--- config.mk ---
export PLATFORM = sky130hd
export DESIGN_NAME = crc32_unit_flat
export DESIGN_NICKNAME = d
export VERILOG_FILES = /design/src/include/eth_tx_consts.svh /design/src/source/tx_stream_if.sv /design/src/source/crc32_unit.sv /design/src/flat_wrapper.sv
export SDC_FILE = /design/constraint.sdc
export NUM_CORES = 1
export LEC_CHECK = 0
export ABC_CLOCK_PERIOD_IN_PS = 3300
export BUFFER_PORTS_ARGS = -buffer_cell sky130_fd_sc_hd__buf_2
export CORE_MARGIN = 4
export CORE_UTILIZATION = 57
export DETAILED_ROUTE_END_ITERATION = 6
export GPL_TIMING_DRIVEN = 1
export PLACE_DENSITY = 0.94
export SLEW_MARGIN = 20
export SYNTH_ARGS = -nofsm -noshare
export SYNTH_HDL_FRONTEND = slang
export SYNTH_SLANG_ARGS = --single-unit
export TNS_END_PERCENT = 5
--- constraint.sdc ---
create_clock -name CLK -period 3.3 [get_ports CLK]
set_clock_uncertainty 0.2 [all_clocks]
set_input_delay 0.495 -clock CLK [delete_from_list [all_inputs] [get_ports CLK]]
set_output_delay 0.495 -clock CLK [all_outputs]
set_load 0.02 [all_outputs]
--- src/include/eth_tx_consts.svh ---
`ifndef ETH_TX_CONSTS_SVH
`define ETH_TX_CONSTS_SVH

// frame buffer geometry
`define ETH_BUF_WORDS 512
`define ETH_BUF_AW 9
`define ETH_LEN_W 11

// wishbone word address, top bit selects the register space
`define ETH_WB_AW 10
`define ETH_REG_CTRL 0
`define ETH_REG_STAT 1

`define ETH_PREAMBLE_OCTETS 7
`define ETH_SFD 8'hD5
`define ETH_EOF_CYCLES 4

`endif

--- src/source/tx_stream_if.sv ---
interface tx_stream_if;
  logic        octet_req;    // current octet consumed
  logic [7:0]  octet_data;
  logic        octet_last;   // current octet ends the payload
  logic        crc_bit;
  logic        crc_en;
  logic        crc_clear;
  logic [31:0] crc_value;    // already complemented

  modport serializer (
    output octet_req, crc_bit, crc_en, crc_clear,
    input  octet_data, octet_last, crc_value
  );

  modport fetch (
    input  octet_req,
    output octet_data, octet_last
  );

  modport crc (
    input  crc_bit, crc_en, crc_clear,
    output crc_value
  );
endinterface

--- src/source/crc32_unit.sv ---
module crc32_unit (
  input  logic     CLK,
  input  logic     RST,
  tx_stream_if.crc stream
);
  logic [31:0] crc_q;
  logic        fb;

  assign fb = crc_q[0] ^ stream.crc_bit;

  // result bit 0 is the first bit on the line
  assign stream.crc_value = ~crc_q;

  always_ff @(posedge CLK)
  begin
    if (!RST)
      crc_q <= '1;
    else if (stream.crc_clear)
      crc_q <= '1;
    else if (stream.crc_en)
      crc_q <= {1'b0, crc_q[31:1]} ^ (fb ? 32'hEDB88320 : 32'h0);   // reflected 802.3 poly
  end
endmodule

--- src/flat_wrapper.sv ---
// flat-port wrapper written by rule: the top's interface ports become plain ports
module crc32_unit_flat 
  (CLK, RST, stream_crc_bit, stream_crc_en, stream_crc_clear, stream_crc_value);
  tx_stream_if stream_i ();
  input  logic CLK;
  input  logic RST;
  input wire logic [$bits(stream_i.crc_bit)-1:0] stream_crc_bit;
  input wire logic [$bits(stream_i.crc_en)-1:0] stream_crc_en;
  input wire logic [$bits(stream_i.crc_clear)-1:0] stream_crc_clear;
  output wire logic [$bits(stream_i.crc_value)-1:0] stream_crc_value;
  assign stream_i.crc_bit = stream_crc_bit;
  assign stream_i.crc_en = stream_crc_en;
  assign stream_i.crc_clear = stream_crc_clear;
  assign stream_crc_value = stream_i.crc_value;
  crc32_unit u_core (.CLK(CLK), .RST(RST), .stream(stream_i));
endmodule
# Word-level counts from Yosys, hierarchy flattened
# Cells that the tools add are included.
# Widths: inputs -> output; s select.
totals:
  reg_bits: 32
  in_bits: 5
  out_inout_bits: 32
  wordCells: 7
op_classes:
  mux: 1
  n_bitwise: 4
  reduce_logical: 1
ops:
  columns: ["operator", "n"]
  rows:
  - ["$mux 32", 1]
  - ["$not 32->32", 1]
  - ["$xor 31x32->32", 1]
  - ["$reduce_or 2->1", 1]
  - ["$not 1->1", 1]
  - ["$xor 1x1->1", 1]

# Logic depth before layout (Yosys ltp)
depth:
  depth_word: 3
  depth_mapped: 4
  ltp_nobuf: 2

# Worst setup path before layout
# OpenSTA, ideal clock, no wires.
synth_path:
  kind: "input to register"
  start: "input port stream_crc_bit"
  end: "register u_core.crc_q[5]"
  arrival_ps: 1151
  required_ps: 3021
  setup_slack_ps: 1870
  path_stages: 4
  path_cell_list: "buf_2 > buf_4 > xnor3_1 > o211ai_1"
synth_between:
  elab_chain_len: 3
synth_rtl:
  columns: ["element", "line", "rtl"]
  rows:
  - ["from (decl)", "flat_wrapper.sv:7", "input wire logic [$bits(stream_i.crc_bit)-1:0] stream_crc_bit;"]
  - ["$xor 1x1->1", "crc32_unit.sv:9", "assign fb = crc_q[0] ^ stream.crc_bit;"]
  - ["$mux 32", "crc32_unit.sv:21", "crc_q <= {1'b0, crc_q[31:1]} ^ (fb ? 32'hEDB88320 : 32'h0);"]
  - ["$xor 31x32->32", "crc32_unit.sv:21", null]
  - ["to (signal assigned)", "crc32_unit.sv:21", null]
  - ["to (decl)", "crc32_unit.sv:6", "logic [31:0] crc_q;"]
# No other way between the ends.
# A chain may end at the register's enable or synchronous reset.

# Worst setup path in the final report
layout_path:
  start: "register u_core.crc_q[0]"
  end: "output port stream_crc_value[0]"
layout_between:
  elab_chain_len: 1
layout_rtl:
  columns: ["element", "line", "rtl"]
  rows:
  - ["$not 32->32", "crc32_unit.sv:12", "assign stream.crc_value = ~crc_q;"]
  - ["to (decl)", "flat_wrapper.sv:10", "output wire logic [$bits(stream_i.crc_value)-1:0] stream_crc_value;"]
# No other way between the ends.

==> reports/qor.csv <==
stage,metric,value,unit
clocking,path_clk_slew,80,ps
setup_path,startpoint_type,register,
synth,yosys.area_share.simple,0.102,
setup_path,r2r_slack,1500,ps
clocking,numClockSinks,32,
pwr,swShare,0.268,
timing,fmax,463,MHz
clocking,post_cts_resized,0,
cells_and_area,regMostFlops,u_core.crc_q,
cells_and_area,drive_above_1_share,0.278,
clocking,hold_buffers,0,
pwr,max-vdd-ir-drop,0.301,mV
global_routing,grt_overflow,0,
drt,route.detailed.drc,0,
global_routing,grt_pass1_wl,4420,um
timing,fin_tns_setup,0,ps
timing,min_period,2160,ps
timing,final-hold-violation-count,0,
global_routing,use_met2,0.258,
global_routing,grt-busiest-layer,met2,
setup_path,regToRegStartpoint,u_core.crc_q[0]$_SDFFE_PP1P_,
timing,grt_setup_unrepaired,no,
setup_path,crit_end,stream_crc_value[0],
pwr,powerDensity,407,nW/um2
pwr,p_int,0.532,mW
global_routing,use_met1,0.203,
global_routing,gr-usage-met3,0.0524,
cells_and_area,finalInstanceArea,1790,um2
pwr,p_leak,1.21,nW
clocking,cts_max_path_buffers,2,
setup_path,reg2reg_to,u_core.crc_q[9]$_SDFFE_PP1P_,
hold_path,hp-class,reg2reg,
timing,finalCritPeriodShare,0.655,
cells_and_area,synthToLayoutAreaGrowth,10.3,%
setup_path,critPathArrivalTime,1470,ps
pwr,p_sw,0.195,mW
drt,viasPerCell,5.08,
setup_path,critPathKind,reg2out,
run,cap_violations,0,
clocking,clk_latency,320,ps
synth,synth_fp_nets,164,
status,outcome,"complete, no violations",
drt,routed-via-count,1108,
pwr,pwr-share-comb,0.178,
timing,drv_slew,0,
cells_and_area,largest_reg_flops,32,
pwr,total_power,0.727,mW
synth,netlist_instances,159,
clocking,htree_levels,2,
placement,placed_area,1750,um2
synth,synth-xor-area-share,0.186,
global_routing,grt_pass1_vias,963,
timing,fin_ws,1140,ps
floorplanning,fp.dieW,61.3,um
synth,synth.distinct_cells,15,
timing,maxSlewHeadroom,0.483,
cells_and_area,reg.largest.list,u_core.crc_q: 32 flops,
cells_and_area,antenna_cells,0,
timing,worstMarginPinSlew,775,ps
floorplanning,dieArea,3760,um2
setup_path,cp.required,2600,ps
synth,synth_warnings,0,
cells_and_area,nNetsFinal,194,
cells_and_area,finalNonFillerCells,218,
clocking,post-cts-setup-buffers,0,
global_routing,antenna_found_initial,0,
global_routing,track_usage,0.166,
floorplanning,die_h,61.3,um
setup_path,end_kind,output pin,
placement,dp.cells,213,
synth,syn-cell-area,1620,um2
setup_path,reg2regPathDepth,2,
clocking,cts_tree,yes,
synth,synth_fa_ha_area_frac,0,
global_routing,grt_max_degree,33,
drt,drtIter0Drc,39,
pwr,seq_power_share,0.571,
timing,setup-violations-final,0,
setup_path,worstSetupStartpoint,u_core.crc_q[0]$_SDFFE_PP1P_,
drt,antenna_left,0,
synth,syn_area_per_cell,10.2,um2
placement,dp_hpwl,1860,um
synth,synth_top_family_by_area,XOR/XNOR gates,
floorplanning,io_pins,37,
placement,port_buffers,36,
floorplanning,initial_core_util,0.592,
clocking,cts_buffers,5,
drt,routed_wl,2710,um
placement,routabilityCongestion,0.726,
clocking,root_buffer,clkbuf_4,
synth,synth_compound_area_frac,0.173,
synth,yosysSeqAreaShare,0.396,
floorplanning,std_cell_rows,19,
drt,first_pass_iters,4,
floorplanning,core_area,2730,um2
pwr,p_clk_frac,0.252,
setup_path,cp_max_fo,15,
placement,pre_cts_ws,1470,ps
synth,yosys_register_bits,32,
synth,synth.area.mux_share,0,
drt,wl_per_cell,12.4,um
[worst min-delay path by stage]
stage | endpoint | cells past startpoint | startpoint | slack [ps]
after floorplan | u_core.crc_q[13]$_SDFFE_PP1P_ | 2 | u_core.crc_q[14]$_SDFFE_PP1P_ | 240
after global placement | u_core.crc_q[6]$_SDFFE_PP1P_ | 2 | u_core.crc_q[7]$_SDFFE_PP1P_ | 250
after detailed placement | u_core.crc_q[13]$_SDFFE_PP1P_ | 2 | u_core.crc_q[14]$_SDFFE_PP1P_ | 260
after CTS | u_core.crc_q[13]$_SDFFE_PP1P_ | 2 | u_core.crc_q[14]$_SDFFE_PP1P_ | 280
after global routing | u_core.crc_q[16]$_SDFFE_PP1P_ | 2 | u_core.crc_q[17]$_SDFFE_PP1P_ | 310
final | u_core.crc_q[13]$_SDFFE_PP1P_ | 2 | u_core.crc_q[14]$_SDFFE_PP1P_ | 280
[cell usage after synthesis (all sizes together)]
cell | count | area (um2)
or2b | 3 | 22.5
nand2 | 18 | 67.6
dfxtp | 32 | 641
nor2b | 1 | 6.26
o211ai | 32 | 280
nand2b | 11 | 68.8
xnor2 | 1 | 8.76
inv | 33 | 124
buf | 10 | 88.8
clkbuf | 5 | 18.8
xnor3 | 13 | 293
[power by group through the flow]
stage               combinational [mW]  clock, mW  sequential, mW
CTS                              0.131      0.193           0.415
detailed placement               0.130          0           0.424
global placement                 0.128          0           0.423
finish                           0.129      0.183           0.415
floorplan                        0.113          0           0.418
global route                     0.143      0.205           0.417
[cells by family (layout without fill, tap and decap cells)]
kind of cell	after synthesis	in the layout
and+or+nand+nor	33	33
xor gates and xnor gates	14	14
buffers and inverters	48	76
DFF	32	32
AOI/OAI and AO/OA	32	32
[layer usage]
layer / vias to the layer above / share of wire
met2: 26 / 0.47
li1: 571 / -
met1: 506 / 0.46
met5: - / 0
met4: 0 / 0.019
met3: 5 / 0.055
[cell type report]
| type | count | area, um2 |
|---|---|---|
| Clock buffer | 5 | 37.5 |
| Fill cell | 232 | 948 |
| Inverter | 33 | 124 |
| Multi-Input combinational cell | 79 | 749 |
| Sequential cell | 32 | 641 |
| Tap cell | 31 | 38.8 |
| Timing Repair Buffer | 38 | 195 |
[cells in the final DEF, fill, tap and decap left out]
cell,synthesis,routed
buf_2,4,36
inv_1,33,33
dfxtp_1,32,32
o211ai_1,24,24
nand2_1,18,18
xnor3_1,13,13
nand2b_1,11,11
o211ai_2,8,8
clkbuf_4,0,5
or2b_1,3,3
buf_4,2,2
nor2b_2,0,1
xnor2_1,1,1
[metrics by stage]
stage               hold slack, ps   util
detailed placement             263  0.639
global placement               250  0.639
floorplan                      243      -
CTS                            284  0.653
global route                   305  0.653
finish                         278  0.653
[worst max-delay path, cell delays in order (launching register included)]
cell and delay [ps]:
dfxtp_1 830, inv_1 120, buf_2 200
Note: power is estimated with default switching activity, not from simulation.
