File: config.mk
export PLATFORM = sky130hd
export DESIGN_NAME = manchester_tx
export DESIGN_NICKNAME = d
export VERILOG_FILES = /design/src/source/manchester_tx.sv
export VERILOG_INCLUDE_DIRS = /design/src /design/src/include
export SDC_FILE = /design/constraint.sdc
export NUM_CORES = 1
export LEC_CHECK = 0
export BUFFER_PORTS_ARGS = -buffer_cell sky130_fd_sc_hd__buf_4
export CORE_AREA = 2 2 39 41
export CTS_CLUSTER_SIZE = 25
export DETAILED_ROUTE_END_ITERATION = 7
export DIE_AREA = 0 0 41 43
export GPL_TIMING_DRIVEN = 0
export SYNTH_ARGS = -nofsm -noshare
export SYNTH_HDL_FRONTEND = slang
export SYNTH_SLANG_ARGS = --single-unit
File: constraint.sdc
create_clock -name CLK -period 1.2 [get_ports CLK]
set_clock_uncertainty 0.1 [all_clocks]
set_input_delay 0.3 -clock CLK [delete_from_list [all_inputs] [get_ports CLK]]
set_output_delay 0.3 -clock CLK [all_outputs]
set_load 0.005 [all_outputs]
File: src/include/eth_tx_consts.svh
`ifndef ETH_TX_CONSTS_SVH
`define ETH_TX_CONSTS_SVH

// frame buffer geometry
`define ETH_BUF_WORDS 512
`define ETH_BUF_AW 9
`define ETH_LEN_W 11

// wishbone word address, top bit selects the register space
`define ETH_WB_AW 10
`define ETH_REG_CTRL 0
`define ETH_REG_STAT 1

`define ETH_PREAMBLE_OCTETS 7
`define ETH_SFD 8'hD5
`define ETH_EOF_CYCLES 4

`endif

File: src/source/manchester_tx.sv
`include "eth_tx_consts.svh"

module manchester_tx (
  input  logic CLK,
  input  logic RST,
  input  logic line_bit,
  input  logic line_en,
  input  logic eof,
  output logic bit_tick,
  output logic tx_wire,
  output logic tx_active
);
  logic       half;      // set during the second half of a bit
  logic [2:0] eof_cnt;
  logic       pulse;

  assign bit_tick = line_en & half;
  assign pulse    = eof | (eof_cnt != 3'd0);

  always_ff @(posedge CLK)
  begin
    if (!RST)
    begin
      half      <= 1'b0;
      eof_cnt   <= 3'd0;
      tx_wire   <= 1'b0;
      tx_active <= 1'b0;
    end
    else
    begin
      half <= line_en & ~half;
      if (eof)
        eof_cnt <= 3'(`ETH_EOF_CYCLES - 1);
      else if (eof_cnt != 3'd0)
        eof_cnt <= eof_cnt - 3'd1;
      if (line_en)
        tx_wire <= half ? line_bit : ~line_bit;   // complement first, then the bit
      else
        tx_wire <= pulse;   // end pulse, then idle low
      tx_active <= line_en | pulse;
    end
  end
endmodule

[Word-level counts from Yosys, hierarchy flattened]
Cells that the tools add are included.
Storage, ports and cells
  memory bits (read-only): 0
  flip-flop bits (word level): 6
  RAM bits: 0
  memories: 0
  output and inout port bits: 3
  bits in latches: 0
Operators by class
  bitwise operators: 7
  shift operators: 0
  reductions and logical operators: 3
  muxes and demuxes: 4
  add/subtract/negate cells: 1
  $lt $le $gt $ge: 0
  multiply operators: 0
  divide/modulo/power cells: 0
  equal/unequal tests: 0
Operators by type and width (count)
  2-bit 2-to-1 mux: 2
  1-bit inverter: 3
  3-bit nonzero test: 1
  3-bit by 1-bit subtractor with 3-bit output (second input constant): 1
  1-bit AND: 2
  1-bit 2-to-1 mux: 2
  1-bit OR: 2
  2-bit nonzero test: 1
  2-bit OR reduction: 1

[Longest topological paths before layout]
Gate-level depths: netlist of run 1.
  depth in word-level cells: 3
  depth in mapped cells: 4
  mapped depth without buffers: 4

[Worst setup path before layout of run 1]
OpenSTA, ideal clock, no wires.
  kind: reg-to-reg
  start: register eof_cnt[0]
  end: register eof_cnt[2]
  cell stages (with the launch flop): 5
  data arrival time: 1.103 ns
  required time: 1.021 ns
  setup slack: -0.083 ns
  library setup time: 0.079 ns
  cells stage by stage: dfxtp_1 > inv_1 > ha_1 > or3b_1 > a211oi_2
On the way
  longest elaborated chain between the ends: 1
  elaborated cells on any way between the ends: 2
  classes of those cells: add/sub: 1; reduce/logical: 1
Ends and longest elaborated chain
  from (decl): RTL line manchester_tx.sv:14  | logic [2:0] eof_cnt;
  from (signal assigned): RTL line manchester_tx.sv:33  | eof_cnt <= 3'(`ETH_EOF_CYCLES - 1);
  from (signal assigned): RTL line manchester_tx.sv:35  | eof_cnt <= eof_cnt - 3'd1;
  3-bit by 1-bit subtractor with 3-bit output / 3-bit nonzero test (equally long branches): RTL line manchester_tx.sv:35, manchester_tx.sv:34
Several ways; a longest one is shown, not always the timed one.
A chain may end at the register's enable or synchronous reset.

[Final worst setup path of run 1]
Same ends and word-level chain as after synthesis.

==> impl_metrics.tcl, run 1 <==
set metrics [dict create \
    status "finished, violations left" \
    violations "negative setup slack" \
    syn-cell-area_um2 278 \
    power_density_nw_per_um2 1260 \
    regArea_um2 124 \
    gp_congestion 0.684 \
    diodes 0 \
    cts_num_sinks 6 \
    antenna_found_initial 0 \
    initial_utilization_pct 20.1 \
    start_kind "flop" \
    grt_pass1_vias 190 \
    fillers 146 \
    wl_um 467 \
    pwr-share-comb_pct 23.0 \
    layout_common_cells "buf_4, clkbuf_4, dfxtp_2, dfxtp_1" \
    cp.required_ns 1.26 \
    synth.distinct_cells 15 \
    ys_seq_area_share_pct 43.2 \
    firstDrtPassIters 2 \
    drtIter0Drc 4 \
    fin_area_um2 423 \
    avgSynthCellArea_um2 10.3 \
    htree_levels 1 \
    p_seq_share_pct 43.7 \
    power_mw 0.532 \
    placed_area_um2 353 \
    dp.cells 50 \
    p_clk_share_pct 33.3 \
    setup_violations 1 \
    ys.warnings.count 0 \
    numCtsBuffers 3 \
    maxCapViolCount 0 \
    synth_fp_nets 34 \
    fin_cells 55 \
    hold_path_class "primary input to flop" \
    portBuffers 7 \
    rows 14 \
    rsz0062_at_grt "true" \
    p_switching_mw 0.123 \
    critical_path_arrival_ns 1.32 \
    avgViaCountPerCell 4.24 \
    worstSetupEndpointType "flop" \
    switching_share_pct 23.1 \
    final_layout_size_suffix_gt1_share_pct 56.4 \
    timing.final.ws_setup_ns -0.0592 \
    drc_errors 0 \
    ir_drop_v 0.000570 \
    leakagePower_nw 0.177 \
    die_h_um 43 \
    p_int_mw 0.409 \
    max_freq_ghz 0.794 \
    cts_root_buf "clkbuf_4" \
    cts_buffer_depth 2 \
    area_growth_syn_to_layout_pct 52.3 \
    final_nets 48 \
    grt_max_degree 7 \
    worstSetupPathType "flop to flop" \
    wl_per_cell_um 8.49 \
    dpl_worst_slack_ns -0.127 \
    multi_input_area_um2 166 \
    mostFrequentLayoutCell "buf_4" \
    cts_tree "yes" \
    ys_ff_latch 6 \
    finalSetupTns_ns -0.0592 \
    finish.utilization_pct 30.6 \
    finalHoldViolations 0 \
    critPathMaxFanout 3 \
    worst_slew_pin_slew_ns 0.258 \
    grtUsageTotal_pct 7.05 \
    die_area_um2 1760 \
    syn-instance-count 27 \
    core_um2 1380 \
    layout_min_cycle_time_ns 1.26 \
    die_width_um 41 \
    final_max_slew_viol_count 0 \
    finalCritPeriodShare_pct 105 \
    io_pins 8 \
    grt.overflow.total 0 \
    clk_latency_ns 0.24 \
    relSlewSlack_pct 82.5 \
    clk_pin_slew_worst_paths_ns 0.04 \
    antenna_left 0 \
    grt_pass1_wl_um 772 \
    hold-worst-slack_ns 0.172 \
    hpwl_um 338 \
    via_count 233 \
]
==> cell usage after synthesis <==
cell type  number  share of area [%]
a311oi_1        1                3.2
nor4b_1         3                9.5
nand2b_1        1                2.3
ha_1            2                9.0
nor3b_1         1                2.7
inv_1           4                5.4
a211oi_1        2                5.4
and2_1          1                2.3
nor2_1          1                1.4
a211oi_2        1                4.5
xor2_1          1                3.2
or3b_1          1                3.2
dfxtp_1         6                 43
or2b_1          1                2.7
nor2b_1         1                2.3
==> critical path: stages (launching register included) <==
cell and delay (ns):
dfxtp_2 0.32, inv_2 0.07, ha_1 0.16, or3b_4 0.37
a211oi_2 0.17
==> sequential cells by signal (all words and copies together) (netlist names) <==
name / flops
eof_cnt: 3
tx_wire: 1
tx_active: 1
half: 1
==> path summary, 6_finish.rpt <==
check                                 from         end  slack, ns  cells past startpoint
worst min register to register        half        half       0.40                      2
worst max register to register  eof_cnt[0]  eof_cnt[2]      -0.06                      4
worst max-delay path            eof_cnt[0]  eof_cnt[2]      -0.06                      4
worst min-delay path               line_en     tx_wire       0.17                      2
==> layout make-up <==
class                           instances  area share, %
Timing Repair Buffer                    9           17.8
Tap cell                               16           4.73
Clock buffer                            3           5.33
Multi-Input combinational cell         17           39.3
Sequential cell                         6           29.3
Inverter                                4           3.55
==> power groups by stage <==
stage          Combinational, mW  Sequential [mW]  Clock [mW]
2_1_floorplan             0.0565            0.231           0
4_1_cts                    0.110            0.231       0.191
5_1_grt                    0.140            0.233       0.203
3_5_place_dp              0.0913            0.232           0
3_3_place_gp              0.0897            0.232           0
6_report                   0.122            0.232       0.177
==> what timing repair did <==
action,4_1_cts,5_1_grt
gates resized for setup,6,5
endpoints found under the hold margin,0,0
pin swaps,3,1
setup buffers,2,0
hold buffers,0,0
endpoints found under the setup margin,4,6
==> routing by layer <==
| layer | share of wire, % | vias to the layer above | track usage [%] |
|---|---|---|---|
| met3 | 10 | 0 | 7.85 |
| met2 | 45 | 7 | 7.50 |
| met1 | 45 | 106 | 9.09 |
| met4 | 0 | 0 | 2.00 |
| li1 | - | 120 | - |
| met5 | 0 | - | 0 |
==> cell families after synthesis <==
group / count (synthesis) / synth area share, %
AND/OR/NAND/NOR: 10 / 26.1
adder cells (fa/ha/maj): 2 / 9.01
buffers and inverters: 4 / 5.40
AO/OA/AOI/OAI: 4 / 13.1
XOR/XNOR: 1 / 3.15
flip-flops: 6 / 43.2
(Power assumes the default switching activity.)
==> run 2: changes to the inputs <==
- CELL_PAD_IN_SITES_DETAIL_PLACEMENT: default -> 1
- CELL_PAD_IN_SITES_GLOBAL_PLACEMENT: default -> 1
- PLACE_DENSITY_LB_ADDON: default -> 0.1
==> impl_metrics.tcl, run 2 (synthesized netlist as in run 1, its figures left out) <==
set metrics [dict create \
    status "finished, violations left" \
    violations "negative setup slack" \
    drc_errors 0 \
    final_nets 50 \
    p_clk_share_pct 33.2 \
    top_layer_used "met3" \
    die_area_um2 1760 \
    die_width_um 41 \
    final_max_slew_viol_count 0 \
    ir_drop_v 0.000318 \
    start_kind "flop" \
    avgViaCountPerCell 4.42 \
    p_seq_share_pct 41.2 \
    io_pins 8 \
    grtUsageTotal_pct 10.2 \
    setup_violations 1 \
    initial_utilization_pct 20.1 \
    area_growth_syn_to_layout_pct 62.2 \
    cp.required_ns 1.27 \
    grt_pass1_wl_um 1170 \
    largest_reg_flops 3 \
    timing.final.ws_setup_ns -0.0595 \
    firstDrtPassIters 1 \
    grt_pass1_vias 269 \
    power_density_nw_per_um2 1260 \
    clk_pin_slew_worst_paths_ns 0.05 \
    grt.overflow.total 0 \
    rsz0062_at_grt "true" \
    worst_slew_pin_slew_ns 0.279 \
    cts_hold_buf 0 \
    hpwl_um 437 \
    layout_common_cells "buf_4, clkbuf_4, dfxtp_2, dfxtp_1" \
    critical_path_arrival_ns 1.33 \
    cts_tree "yes" \
    finish.utilization_pct 32.5 \
    htree_levels 1 \
    crit_chain "inv_2 > ha_4 > or3b_1 > a211oi_2" \
    max_freq_ghz 0.794 \
    wl_met3_um 20 \
    cp_top_family "simple AND/OR/NAND/NOR gates" \
    final_layout_size_suffix_gt1_share_pct 58.5 \
    multi_input_area_um2 179 \
    cts_root_buf "clkbuf_4" \
    die_h_um 43 \
    top_register "eof_cnt" \
    wl_met1_um 306 \
    mostFrequentLayoutCell "buf_4" \
    relSlewSlack_pct 81.4 \
    gp_congestion 0.649 \
    via_count 252 \
    antenna_found_initial 0 \
    layout_min_cycle_time_ns 1.26 \
    portBuffers 7 \
    wl_um 675 \
    worstSetupPathType "flop to flop" \
    hold_path_class "primary input to flop" \
    drtIter0Drc 0 \
    pwr-share-comb_pct 25.6 \
    cp_num_buf_inv 1 \
    antenna_left 0 \
    dpl_worst_slack_ns -0.127 \
    cts_num_sinks 6 \
    wl_met2_um 347 \
    cts_buffer_depth 2 \
    switching_share_pct 25.8 \
    cpPeakStageDelay_ns 0.38 \
    numCtsBuffers 3 \
    fillers 165 \
    p_int_mw 0.420 \
    core_um2 1380 \
    worstSetupEndpointType "flop" \
    p_switching_mw 0.146 \
    regArea_um2 124 \
    clk_latency_ns 0.24 \
    diodes 0 \
    wl_per_cell_um 11.8 \
    maxCapViolCount 0 \
    crit_path_top_delay_cell "or3b_1" \
    leakagePower_nw 0.191 \
    finalCritPeriodShare_pct 105 \
    finalHoldViolations 0 \
    grt_max_degree 7 \
    rows 14 \
    critPathMaxFanout 3 \
]
## run 2: path summary, 6_finish.rpt
kind	start	to	slack [ns]	cells after the start
min reg2reg	half	half	0.41	2
min	line_en	tx_wire	0.18	2
max reg2reg	eof_cnt[1]	eof_cnt[2]	-0.06	4
max	eof_cnt[1]	eof_cnt[2]	-0.06	4
## run 2: metal layers
layer	up-vias	GRT usage [%]
met2	4	13.8
met5	-	0
li1	126	-
met3	0	2.09
met1	122	12.3
met4	0	10.0
## run 2: timing repair
action / in CTS / in global routing
pin swaps: 5 / 2
resized for setup: 7 / 5
gates cloned: 0 / 0
setup buffers: 3 / 1
endpoints found under the setup margin: 4 / 4
## run 2: cell type report
class	count	area share (%)
Multi-Input combinational cell	17	39.7
Sequential cell	6	27.5
Timing Repair Buffer	11	20.0
Clock buffer	3	5.00
Tap cell	16	4.44
Inverter	4	3.33
## run 2: per-stage QoR
| step | power (mW) | TNS, ns | hold WS, ns | area [um2] | cells |
|---|---|---|---|---|---|
| 6_report | 0.565 | -0.0595 | 0.180 | 450 | 57 |
| 5_1_grt | 0.613 | -0.245 | 0.181 | 450 | 57 |
| 4_1_cts | 0.555 | -0.0703 | 0.162 | 418 | 56 |
| 3_5_place_dp | 0.328 | -0.359 | 0.358 | 353 | 50 |
| 3_3_place_gp | 0.325 | -0.355 | 0.343 | 353 | 50 |
| 2_1_floorplan | 0.287 | -0.0490 | 0.273 | 280 | 27 |
## run 2: worst register-to-register path, stage by stage, from the launching register on
cell	delay, ns
dfxtp_2	0.33
inv_2	0.05
ha_4	0.16
or3b_1	0.38
a211oi_2	0.16
## run 2: power by group through the flow
stage                     Clock [mW]  Sequential (mW)  Combinational (mW)
after floorplan                    0            0.231              0.0565
after global placement             0            0.233              0.0924
after detailed placement           0            0.233              0.0944
after CTS                      0.202            0.231               0.121
after global routing           0.217            0.234               0.161
final                          0.188            0.233               0.145
