===== config.mk =====
export PLATFORM = sky130hd
export DESIGN_NAME = frame_serializer_flat
export DESIGN_NICKNAME = d
export VERILOG_FILES = /design/src/source/eth_tx_pkg.sv /design/src/source/tx_stream_if.sv /design/src/source/frame_serializer.sv /design/src/flat_wrapper.sv
export VERILOG_INCLUDE_DIRS = /design/src /design/src/include
export SDC_FILE = /design/constraint.sdc
export NUM_CORES = 1
export LEC_CHECK = 0
export ABC_AREA = 1
export BUFFER_PORTS_ARGS = -buffer_cell sky130_fd_sc_hd__buf_2
export CAP_MARGIN = 20
export CORE_MARGIN = 8
export CORE_UTILIZATION = 40
export DETAILED_ROUTE_END_ITERATION = 6
export MAX_ROUTING_LAYER = met4
export PLACE_DENSITY = 0.67
export SETUP_SLACK_MARGIN = 0.5
export SLEW_MARGIN = 20
export SYNTH_ARGS = -nofsm -noshare
export SYNTH_HDL_FRONTEND = slang
export SYNTH_SLANG_ARGS = --single-unit

===== constraint.sdc =====
create_clock -name CLK -period 1.75 [get_ports CLK]
set_clock_uncertainty 0.05 [all_clocks]
set_input_delay 0.175 -clock CLK [delete_from_list [all_inputs] [get_ports CLK]]
set_output_delay 0.175 -clock CLK [all_outputs]
set_load 0.03 [all_outputs]

===== src/include/eth_tx_consts.svh =====
`ifndef ETH_TX_CONSTS_SVH
`define ETH_TX_CONSTS_SVH

// frame buffer geometry
`define ETH_BUF_WORDS 512
`define ETH_BUF_AW 9
`define ETH_LEN_W 11

// wishbone word address, top bit selects the register space
`define ETH_WB_AW 10
`define ETH_REG_CTRL 0
`define ETH_REG_STAT 1

`define ETH_PREAMBLE_OCTETS 7
`define ETH_SFD 8'hD5
`define ETH_EOF_CYCLES 4

`endif


===== src/source/eth_tx_pkg.sv =====
package eth_tx_pkg;

  // one buffer word, octets[3] goes out on the line first
  typedef union packed {
    logic [31:0]     word;
    logic [3:0][7:0] octets;
  } frame_word_u;

  typedef enum logic [2:0] {
    IDLE,
    PREAMBLE,   // seven 0x55 octets and the start delimiter
    PAYLOAD,
    CRC,
    EOF         // end-of-frame pulse on the line
  } tx_phase_e;

endpackage


===== src/source/tx_stream_if.sv =====
interface tx_stream_if;
  logic        octet_req;    // current octet consumed
  logic [7:0]  octet_data;
  logic        octet_last;   // current octet ends the payload
  logic        crc_bit;
  logic        crc_en;
  logic        crc_clear;
  logic [31:0] crc_value;    // already complemented

  modport serializer (
    output octet_req, crc_bit, crc_en, crc_clear,
    input  octet_data, octet_last, crc_value
  );

  modport fetch (
    input  octet_req,
    output octet_data, octet_last
  );

  modport crc (
    input  crc_bit, crc_en, crc_clear,
    output crc_value
  );
endinterface


===== src/source/frame_serializer.sv =====
`include "eth_tx_consts.svh"

module frame_serializer
  import eth_tx_pkg::*;
(
  input  logic            CLK,
  input  logic            RST,
  input  logic            start,
  input  logic            bit_tick,
  output logic            line_bit,
  output logic            line_en,
  output logic            eof,
  output logic            frame_end,
  tx_stream_if.serializer stream
);
  tx_phase_e  phase;
  logic [7:0] shreg;
  logic [2:0] bit_cnt;
  logic [2:0] oct_cnt;       // preamble octet, later crc byte
  logic [2:0] eof_cnt;
  logic       last_loaded;   // octet in shreg ends the payload
  logic       crc_en_q;
  logic       boundary;
  logic       pay_load;
  logic       pay_shift;
  logic [1:0] crc_next;

  assign boundary  = bit_tick && (bit_cnt == 3'd7);
  assign pay_load  = boundary && (((phase == PREAMBLE) && (oct_cnt == `ETH_PREAMBLE_OCTETS)) ||
                                  ((phase == PAYLOAD) && !last_loaded));
  assign pay_shift = bit_tick && !boundary && (phase == PAYLOAD);
  assign crc_next  = oct_cnt[1:0] + 2'd1;

  assign line_bit  = shreg[0];
  assign eof       = (phase == EOF) && (eof_cnt == 3'(`ETH_EOF_CYCLES));
  assign frame_end = (phase == EOF) && (eof_cnt == 3'd0);

  assign stream.octet_req = pay_load;
  assign stream.crc_bit   = shreg[0];   // crc sees each payload bit as it is presented
  assign stream.crc_en    = crc_en_q;
  assign stream.crc_clear = start && (phase == IDLE);

  always_ff @(posedge CLK)
  begin
    if (!RST)
    begin
      phase       <= IDLE;
      line_en     <= 1'b0;
      bit_cnt     <= 3'd0;
      oct_cnt     <= 3'd0;
      eof_cnt     <= 3'd0;
      last_loaded <= 1'b0;
      crc_en_q    <= 1'b0;
    end
    else
    begin
      crc_en_q <= pay_load | pay_shift;
      if (bit_tick)
        bit_cnt <= bit_cnt + 3'd1;   // wraps at each octet
      if (pay_load)
        last_loaded <= stream.octet_last;
      case (phase)
        IDLE:
          if (start)
          begin
            phase   <= PREAMBLE;
            line_en <= 1'b1;
            bit_cnt <= 3'd0;
            oct_cnt <= 3'd0;
          end
        PREAMBLE:
          if (boundary)
          begin
            oct_cnt <= oct_cnt + 3'd1;
            if (pay_load)
              phase <= PAYLOAD;
          end
        PAYLOAD:
          if (boundary && last_loaded)
          begin
            phase   <= CRC;
            oct_cnt <= 3'd0;
          end
        CRC:
          if (boundary)
          begin
            oct_cnt <= oct_cnt + 3'd1;
            if (oct_cnt == 3'd3)
            begin
              phase   <= EOF;
              line_en <= 1'b0;
              eof_cnt <= 3'(`ETH_EOF_CYCLES);
            end
          end
        default:   // EOF, wait out the end pulse
          if (eof_cnt == 3'd0)
            phase <= IDLE;
          else
            eof_cnt <= eof_cnt - 3'd1;
      endcase
    end
  end

  always_ff @(posedge CLK)
  begin
    if ((phase == IDLE) && start)
      shreg <= 8'h55;   // first preamble octet
    else if (pay_load)
      shreg <= stream.octet_data;
    else if (boundary && (phase == PREAMBLE))
      shreg <= (oct_cnt == `ETH_PREAMBLE_OCTETS - 1) ? `ETH_SFD : 8'h55;
    else if (boundary && (phase == PAYLOAD))
      shreg <= stream.crc_value[7:0];
    else if (boundary && (phase == CRC))
      shreg <= stream.crc_value[{crc_next, 3'b000} +: 8];
    else if (bit_tick)
      shreg <= {1'b0, shreg[7:1]};
  end
endmodule


===== src/flat_wrapper.sv =====
// flat-port wrapper written by rule: the top's interface ports become plain ports
module frame_serializer_flat import eth_tx_pkg::*;
  (CLK, RST, start, bit_tick, line_bit, line_en, eof, frame_end, stream_octet_req, stream_crc_bit, stream_crc_en, stream_crc_clear, stream_octet_data, stream_octet_last, stream_crc_value);
  tx_stream_if stream_i ();
  input  logic CLK;
  input  logic RST;
  input  logic start;
  input  logic bit_tick;
  output logic line_bit;
  output logic line_en;
  output logic eof;
  output logic frame_end;
  output wire logic [$bits(stream_i.octet_req)-1:0] stream_octet_req;
  output wire logic [$bits(stream_i.crc_bit)-1:0] stream_crc_bit;
  output wire logic [$bits(stream_i.crc_en)-1:0] stream_crc_en;
  output wire logic [$bits(stream_i.crc_clear)-1:0] stream_crc_clear;
  input wire logic [$bits(stream_i.octet_data)-1:0] stream_octet_data;
  input wire logic [$bits(stream_i.octet_last)-1:0] stream_octet_last;
  input wire logic [$bits(stream_i.crc_value)-1:0] stream_crc_value;
  assign stream_octet_req = stream_i.octet_req;
  assign stream_crc_bit = stream_i.crc_bit;
  assign stream_crc_en = stream_i.crc_en;
  assign stream_crc_clear = stream_i.crc_clear;
  assign stream_i.octet_data = stream_octet_data;
  assign stream_i.octet_last = stream_octet_last;
  assign stream_i.crc_value = stream_crc_value;
  frame_serializer u_core (.CLK(CLK), .RST(RST), .start(start), .bit_tick(bit_tick), .line_bit(line_bit), .line_en(line_en), .eof(eof), .frame_end(frame_end), .stream(stream_i));
endmodule

After elaboration in Yosys (flattened, before gate mapping)
Cells that the tools add are included.

storage, ports and cells
  register bits = 23
  bits in latches = 0
  bits in writable memories = 0
  ROM bits = 0
  input bits = 45
  output and inout bits = 8
  word-level logic and storage cells = 87
  memories = 0

cells by class
  add/subtract/negate cells = 4
  multiply operators = 0
  divide/modulo/power cells = 0
  magnitude comparators = 0
  equal/unequal tests = 17
  shifts and indexed selects = 1
  multiplexer cells = 27
  bitwise operators = 2
  reductions and logical operators = 28

operator list
  cell                                                    number
  2-to-1 mux 8 bit                                        6
  2-to-1 mux 3 bit                                        14
  variable part select 32 x 6 -> 8 bit                    1
  equality test 3 bit (second input constant)             5
  logical AND 1 bit                                       13
  case mux 3 bit (4 select lines)                         1
  AND reduction 4 bit                                     3
  inequality test 2 x 1 -> 1 bit (second input constant)  5
  nonzero test 5 bit                                      2
  equality test 3 x 2 -> 1 bit (second input constant)    3
  case mux 3 bit (3 select lines)                         1
  AND reduction 7 bit                                     1
  adder 3 x 1 -> 3 bit (second input constant)            2
  logical NOT 3 bit                                       2
  inequality test 2 bit (second input constant)           3
  case mux 3 bit (2 select lines)                         1
  equality test 3 x 1 -> 1 bit (second input constant)    1
  2-to-1 mux 1 bit                                        3
  nonzero test 3 bit                                      1
  OR reduction 3 bit                                      1
  subtractor 3 x 1 -> 3 bit (second input constant)       1
  adder 2 x 1 -> 2 bit (second input constant)            1
  logical NOT 1 bit                                       2
  case mux 1 bit (2 select lines)                         1
  5 further kinds                                         5

Longest topological paths before layout
  word-level depth = 7
  mapped depth = 13
  gate-level depth less buffers = 12

Worst setup path after synthesis
Ideal clock, no wire load.

  path kind = reg2reg
  start = register u_core.oct_cnt[0]
  end = register u_core.shreg[4]
  setup time = 112 ps
  data arrival time = 1,751 ps
  setup slack = -163 ps
  cell stages (with the launch flop) = 13
  period minus slack after synthesis = 1,913 ps
  cells stage by stage = dfxtp_1 buf_2 inv_2 buf_4 ha_1 clkbuf_1 nor2_1 o21ai_0 o21ai_0 o21ai_0 nand2_1 nand2_1 nand2_1

between the ends
  cells in the longest elaborated chain, start to end = 6
  elaborated cells on any way between the ends = 11
  those cells by class = 1 x add/sub; 1 x eq/ne; 1 x shift; 4 x mux; 4 x reduce/logical

RTL lines
  item                                  line                     RTL
  start: declaration                    frame_serializer.sv:19   logic [2:0] oct_cnt;
  start signal: assignment              frame_serializer.sv:74   oct_cnt <= oct_cnt + 3'd1;
  start signal: assignment              frame_serializer.sv:87   oct_cnt <= oct_cnt + 3'd1;
  adder 2 x 1 -> 2 bit                  frame_serializer.sv:32   assign crc_next = oct_cnt[1:0] + 2'd1;
  variable part select 32 x 6 -> 8 bit  frame_serializer.sv:115  shreg <= stream.crc_value[{crc_next, 3'b000} +: 8];
  2-to-1 mux 8 bit                      frame_serializer.sv:114  else if (boundary && (phase == CRC))
  2-to-1 mux 8 bit                      frame_serializer.sv:112  else if (boundary && (phase == PAYLOAD))
  2-to-1 mux 8 bit                      frame_serializer.sv:110  else if (boundary && (phase == PREAMBLE))
  2-to-1 mux 8 bit                      frame_serializer.sv:108  else if (pay_load)
  end signal: assignment                frame_serializer.sv:109  shreg <= stream.octet_data;
  end signal: assignment                frame_serializer.sv:111  shreg <= (oct_cnt == `ETH_PREAMBLE_OCTETS - 1) ? `ETH_SFD : 8'h55;
  end signal: assignment                frame_serializer.sv:113  shreg <= stream.crc_value[7:0];
  end: declaration                      frame_serializer.sv:17   logic [7:0] shreg;

Several ways; a longest one is shown, not always the timed one.
A chain may end at the register's enable or synchronous reset.

Worst setup path in the final report
  start = register u_core.bit_cnt[0]
  end = output stream_octet_req

between the ends
  cells in the longest elaborated chain, start to end = 3

RTL lines
  item                      line                    RTL
  start: declaration        frame_serializer.sv:18  logic [2:0] bit_cnt;
  start signal: assignment  frame_serializer.sv:59  bit_cnt <= bit_cnt + 3'd1;
  equality test 3 bit       frame_serializer.sv:28  assign boundary = bit_tick && (bit_cnt == 3'd7);
  logical AND 1 bit         frame_serializer.sv:28
  logical AND 1 bit         frame_serializer.sv:29  assign pay_load = boundary && (((phase == PREAMBLE) && (oct_cnt == `ETH_PREAMBLE_OCTETS)) ||
  end: declaration          flat_wrapper.sv:13      output wire logic [$bits(stream_i.octet_req)-1:0] stream_octet_req;

No other way between the ends.

==> results.cfg <==
[sta]
fin_crit_ns = 1.659
clock.fmax_mhz = 602.7
rsz0062_at_grt = yes
relSlewSlack_pct = 74.02
fin_crit_sh_pct = 94.82
maxSlewViolCount = 0
finalHoldViolations = 0
finalSetupTns_ns = 0
report.final.setup_viol = 0
tightest_slew_ns = 0.3893

[pwr]
netSwitchingPower_w = 0.001167
p_per_area_nw_per_um2 = 961.8
power_frac_clock_pct = 13.7
pwr-share-seq_pct = 30.0
p_leak_nw = 1.345
switching_share_pct = 45.80
power.internal_w = 0.001381
peakVddDrop_uv = 643.5
power_w = 0.002549
power_frac_comb_pct = 56.3

[logic_synthesis]
netlist_instances = 309
synth_adder_area_share_pct = 5.498
ys_ff_latch = 23
synth_seq_area_share_pct = 25.29
synth_compound_area_share_pct = 13.47
synth-warning-count = 0
synthDistinctLibCells = 26
syn_nets = 362
synthMuxAreaShare_pct = 0
syn_area_um2 = 1820
synth_area_per_cell_um2 = 5.892
synth_top_family_by_area = simple AND/OR/NAND/NOR gates
synthSimpleGateAreaFrac_pct = 40.00
synth_xor_area_share_pct = 0.4811

[floorplan]
start_util_pct = 41.52
die_y_um = 83.46
num_rows = 24
core_um2 = 4384
die-width_um = 83.46
die_area_um2 = 6966
io_pins = 53

[clock_tree]
ctsHoldBuffers = 0
path_clk_slew_ns = 0.09
clockRootBuffer = clkbuf_8
cts_tree = yes
clock-sinks = 23
cts.htree.levels = 1
clkLatencyLatePin_ns = 0.27
cts_made_buffers = 3
clk_path_buf_depth = 2

[finish]
nFillCells = 417
nets = 436
multi_input_area_um2 = 1353
seq_area_um2 = 470.5
n_antenna_cell = 0
area_growth_pct = 45.57
drive_gt1_share_pct = 37.96

[worst_setup_path]
worstPathArrival_ns = 1.43
r2r_cells = 12
start_kind = flip-flop
crit_path_max_fanout = 6
r2r_end = u_core.shreg[2]$_SDFFE_PP1P_
endpoint_kind = primary output
worst-r2r-setup-slack_ns = 0.12
critical_path_required_ns = 1.52
rr_startpoint = u_core.bit_cnt[0]$_SDFF_PN0_
path_class = flip-flop to primary output

[drt]
route.detailed.drc = 0
routed_wl_um = 5926
first_pass_iters = 4
drtAntennaViolNets = 0
viasPerCell = 4.959
drt-wirelength-per-cell_um = 13.65
drtIter0Drc = 102
vias = 2152

[global_routing]
overflow = 0
antenna_found_initial = 0
first_global_vias = 2145
grt_max_degree = 19
grt_pass1_wl_um = 9873
grtUsageTotal_pct = 16.98

[run_status]
status = complete, no violations

[placed_design]
port_buffers = 52
gp_congestion = 0.8565
dp_hpwl_um = 4079

[min_path]
holdPathEnd = u_core.last_loaded$_SDFFE_PN0P_
holdCritStartpoint = stream_octet_last
hold_class = input pin to flip-flop
hold_depth = 3

[run]
maxCapViolCount = 0
[flip-flops by register name, summed over array words and instances, names as in the netlist]
name / cells
u_core.shreg: 8
u_core.bit_cnt: 3
u_core.eof_cnt: 3
u_core.oct_cnt: 3
u_core.phase: 3
u_core.last_loaded: 1
u_core.line_en: 1
u_core.stream.crc_en: 1
[cells by family (layout without fill, tap and decap cells)]
logic type | after synthesis | after routing
AOI/OAI and AO/OA | 48 | 48
xor gates and xnor gates | 1 | 1
adders and majority gates | 8 | 8
buffers and inverters | 63 | 134
DFF | 23 | 23
and+or+nand+nor | 166 | 168
[placed cells by master, fill, tap and decap left out, types with 4 or more instances in the layout]
| cell | Yosys | routed |
|---|---|---|
| o21ai_0 | 27 | 11 |
| inv_1 | 48 | 44 |
| nor2_1 | 42 | 34 |
| nand2_1 | 78 | 75 |
| buf_4 | 3 | 20 |
| nand3_2 | 2 | 4 |
| o21ai_1 | 0 | 13 |
| a21oi_2 | 0 | 5 |
| buf_2 | 2 | 49 |
| nor2_4 | 2 | 9 |
| dfxtp_1 | 23 | 17 |
| nor2_2 | 5 | 7 |
| buf_6 | 2 | 8 |
| a21oi_1 | 19 | 14 |
| nand3_1 | 22 | 17 |
| nand2_2 | 4 | 4 |
| dfxtp_2 | 0 | 5 |
[area by class of cell]
type / count / share of cell area (%)
multi-input cells: 225 / 51.04
clock buffers: 4 / 1.700
inverters: 53 / 8.735
well taps: 52 / 2.455
repair buffers: 77 / 18.32
flip-flops and latches: 23 / 17.75
[synthesized netlist by cell type, drive strengths merged]
library cell	instances	area (um2)
a211oi	1	7.510
a21oi	19	95.09
buf	7	55.05
clkbuf	3	11.26
clkinv	1	16.27
dfxtp	23	460.4
ha	8	100.1
inv	52	195.2
nand2	82	317.8
nand3	24	130.1
nand3b	1	7.510
nand4	1	12.51
nor2	49	211.5
nor3	6	30.03
nor4	2	12.51
o211ai	1	7.510
o21ai	27	135.1
or2	1	6.260
xnor2	1	8.760
[metal layers]
layer	wire length, um	global-route usage (%)	part of all wire (%)	vias to the layer above
met4	74	4.396	1.2	0
met5	0	-	0	-
li1	-	-	-	1119
met2	2639	26.52	45	68
met1	2881	21.81	49	958
met3	330	3.320	5.6	7
[worst max-delay path by stage]
stage,slack (ns),end,start,cells after the start
global route,0.04,u_core.shreg[2]$_SDFFE_PP1P_,u_core.bit_cnt[0]$_SDFF_PN0_,12
finish,0.09,stream_octet_req,u_core.bit_cnt[0]$_SDFF_PN0_,7
global placement,0.05,u_core.eof_cnt[0]$_SDFFE_PN0P_,u_core.bit_cnt[0]$_SDFF_PN0_,10
CTS,0.11,stream_octet_req,u_core.bit_cnt[0]$_SDFF_PN0_,7
floorplan,0.17,u_core.shreg[4]$_SDFFE_PP1P_,u_core.oct_cnt[0]$_SDFFE_PN0P_,12
detailed placement,0.01,u_core.eof_cnt[0]$_SDFFE_PN0P_,u_core.bit_cnt[0]$_SDFF_PN0_,10
[power groups by stage]
stage | sequential [W] | clock [W] | combinational (W)
2_1_floorplan | 0.000785 | 0 | 0.000913
3_3_place_gp | 0.000759 | 0 | 0.00120
3_5_place_dp | 0.000761 | 0 | 0.00122
4_1_cts | 0.000761 | 0.000353 | 0.00138
5_1_grt | 0.000785 | 0.000374 | 0.00161
6_report | 0.000764 | 0.000349 | 0.00144
[stage by stage]
stage / area, um2 / utilization (%) / hold WS [ns] / cells / setup slack [ns]
after floorplan: 1932 / - / 0.2318 / 309 / 0.1729
after global placement: 2227 / 50.80 / 0.3851 / 411 / 0.05462
after detailed placement: 2227 / 50.80 / 0.3846 / 411 / 0.01433
after CTS: 2569 / 58.59 / 0.09541 / 430 / 0.1139
after global routing: 2650 / 60.45 / 0.1047 / 434 / 0.03654
final: 2650 / 60.45 / 0.1007 / 434 / 0.09066
[critical path, cell delays in order, from the launching register on]
cell,delay (ns)
dfxtp_2,0.36
ha_4,0.14
ha_4,0.13
nand2_4,0.06
inv_8,0.07
nand4_4,0.09
nand2_4,0.15
buf_6,0.15
[what timing repair did]
item	in CTS	in global routing
setup buffers	13	4
endpoints found under the setup margin	27	27
resized for setup	50	18
pin swaps	13	7
gates cloned	2	0
Power figures use the tool's default switching activity.
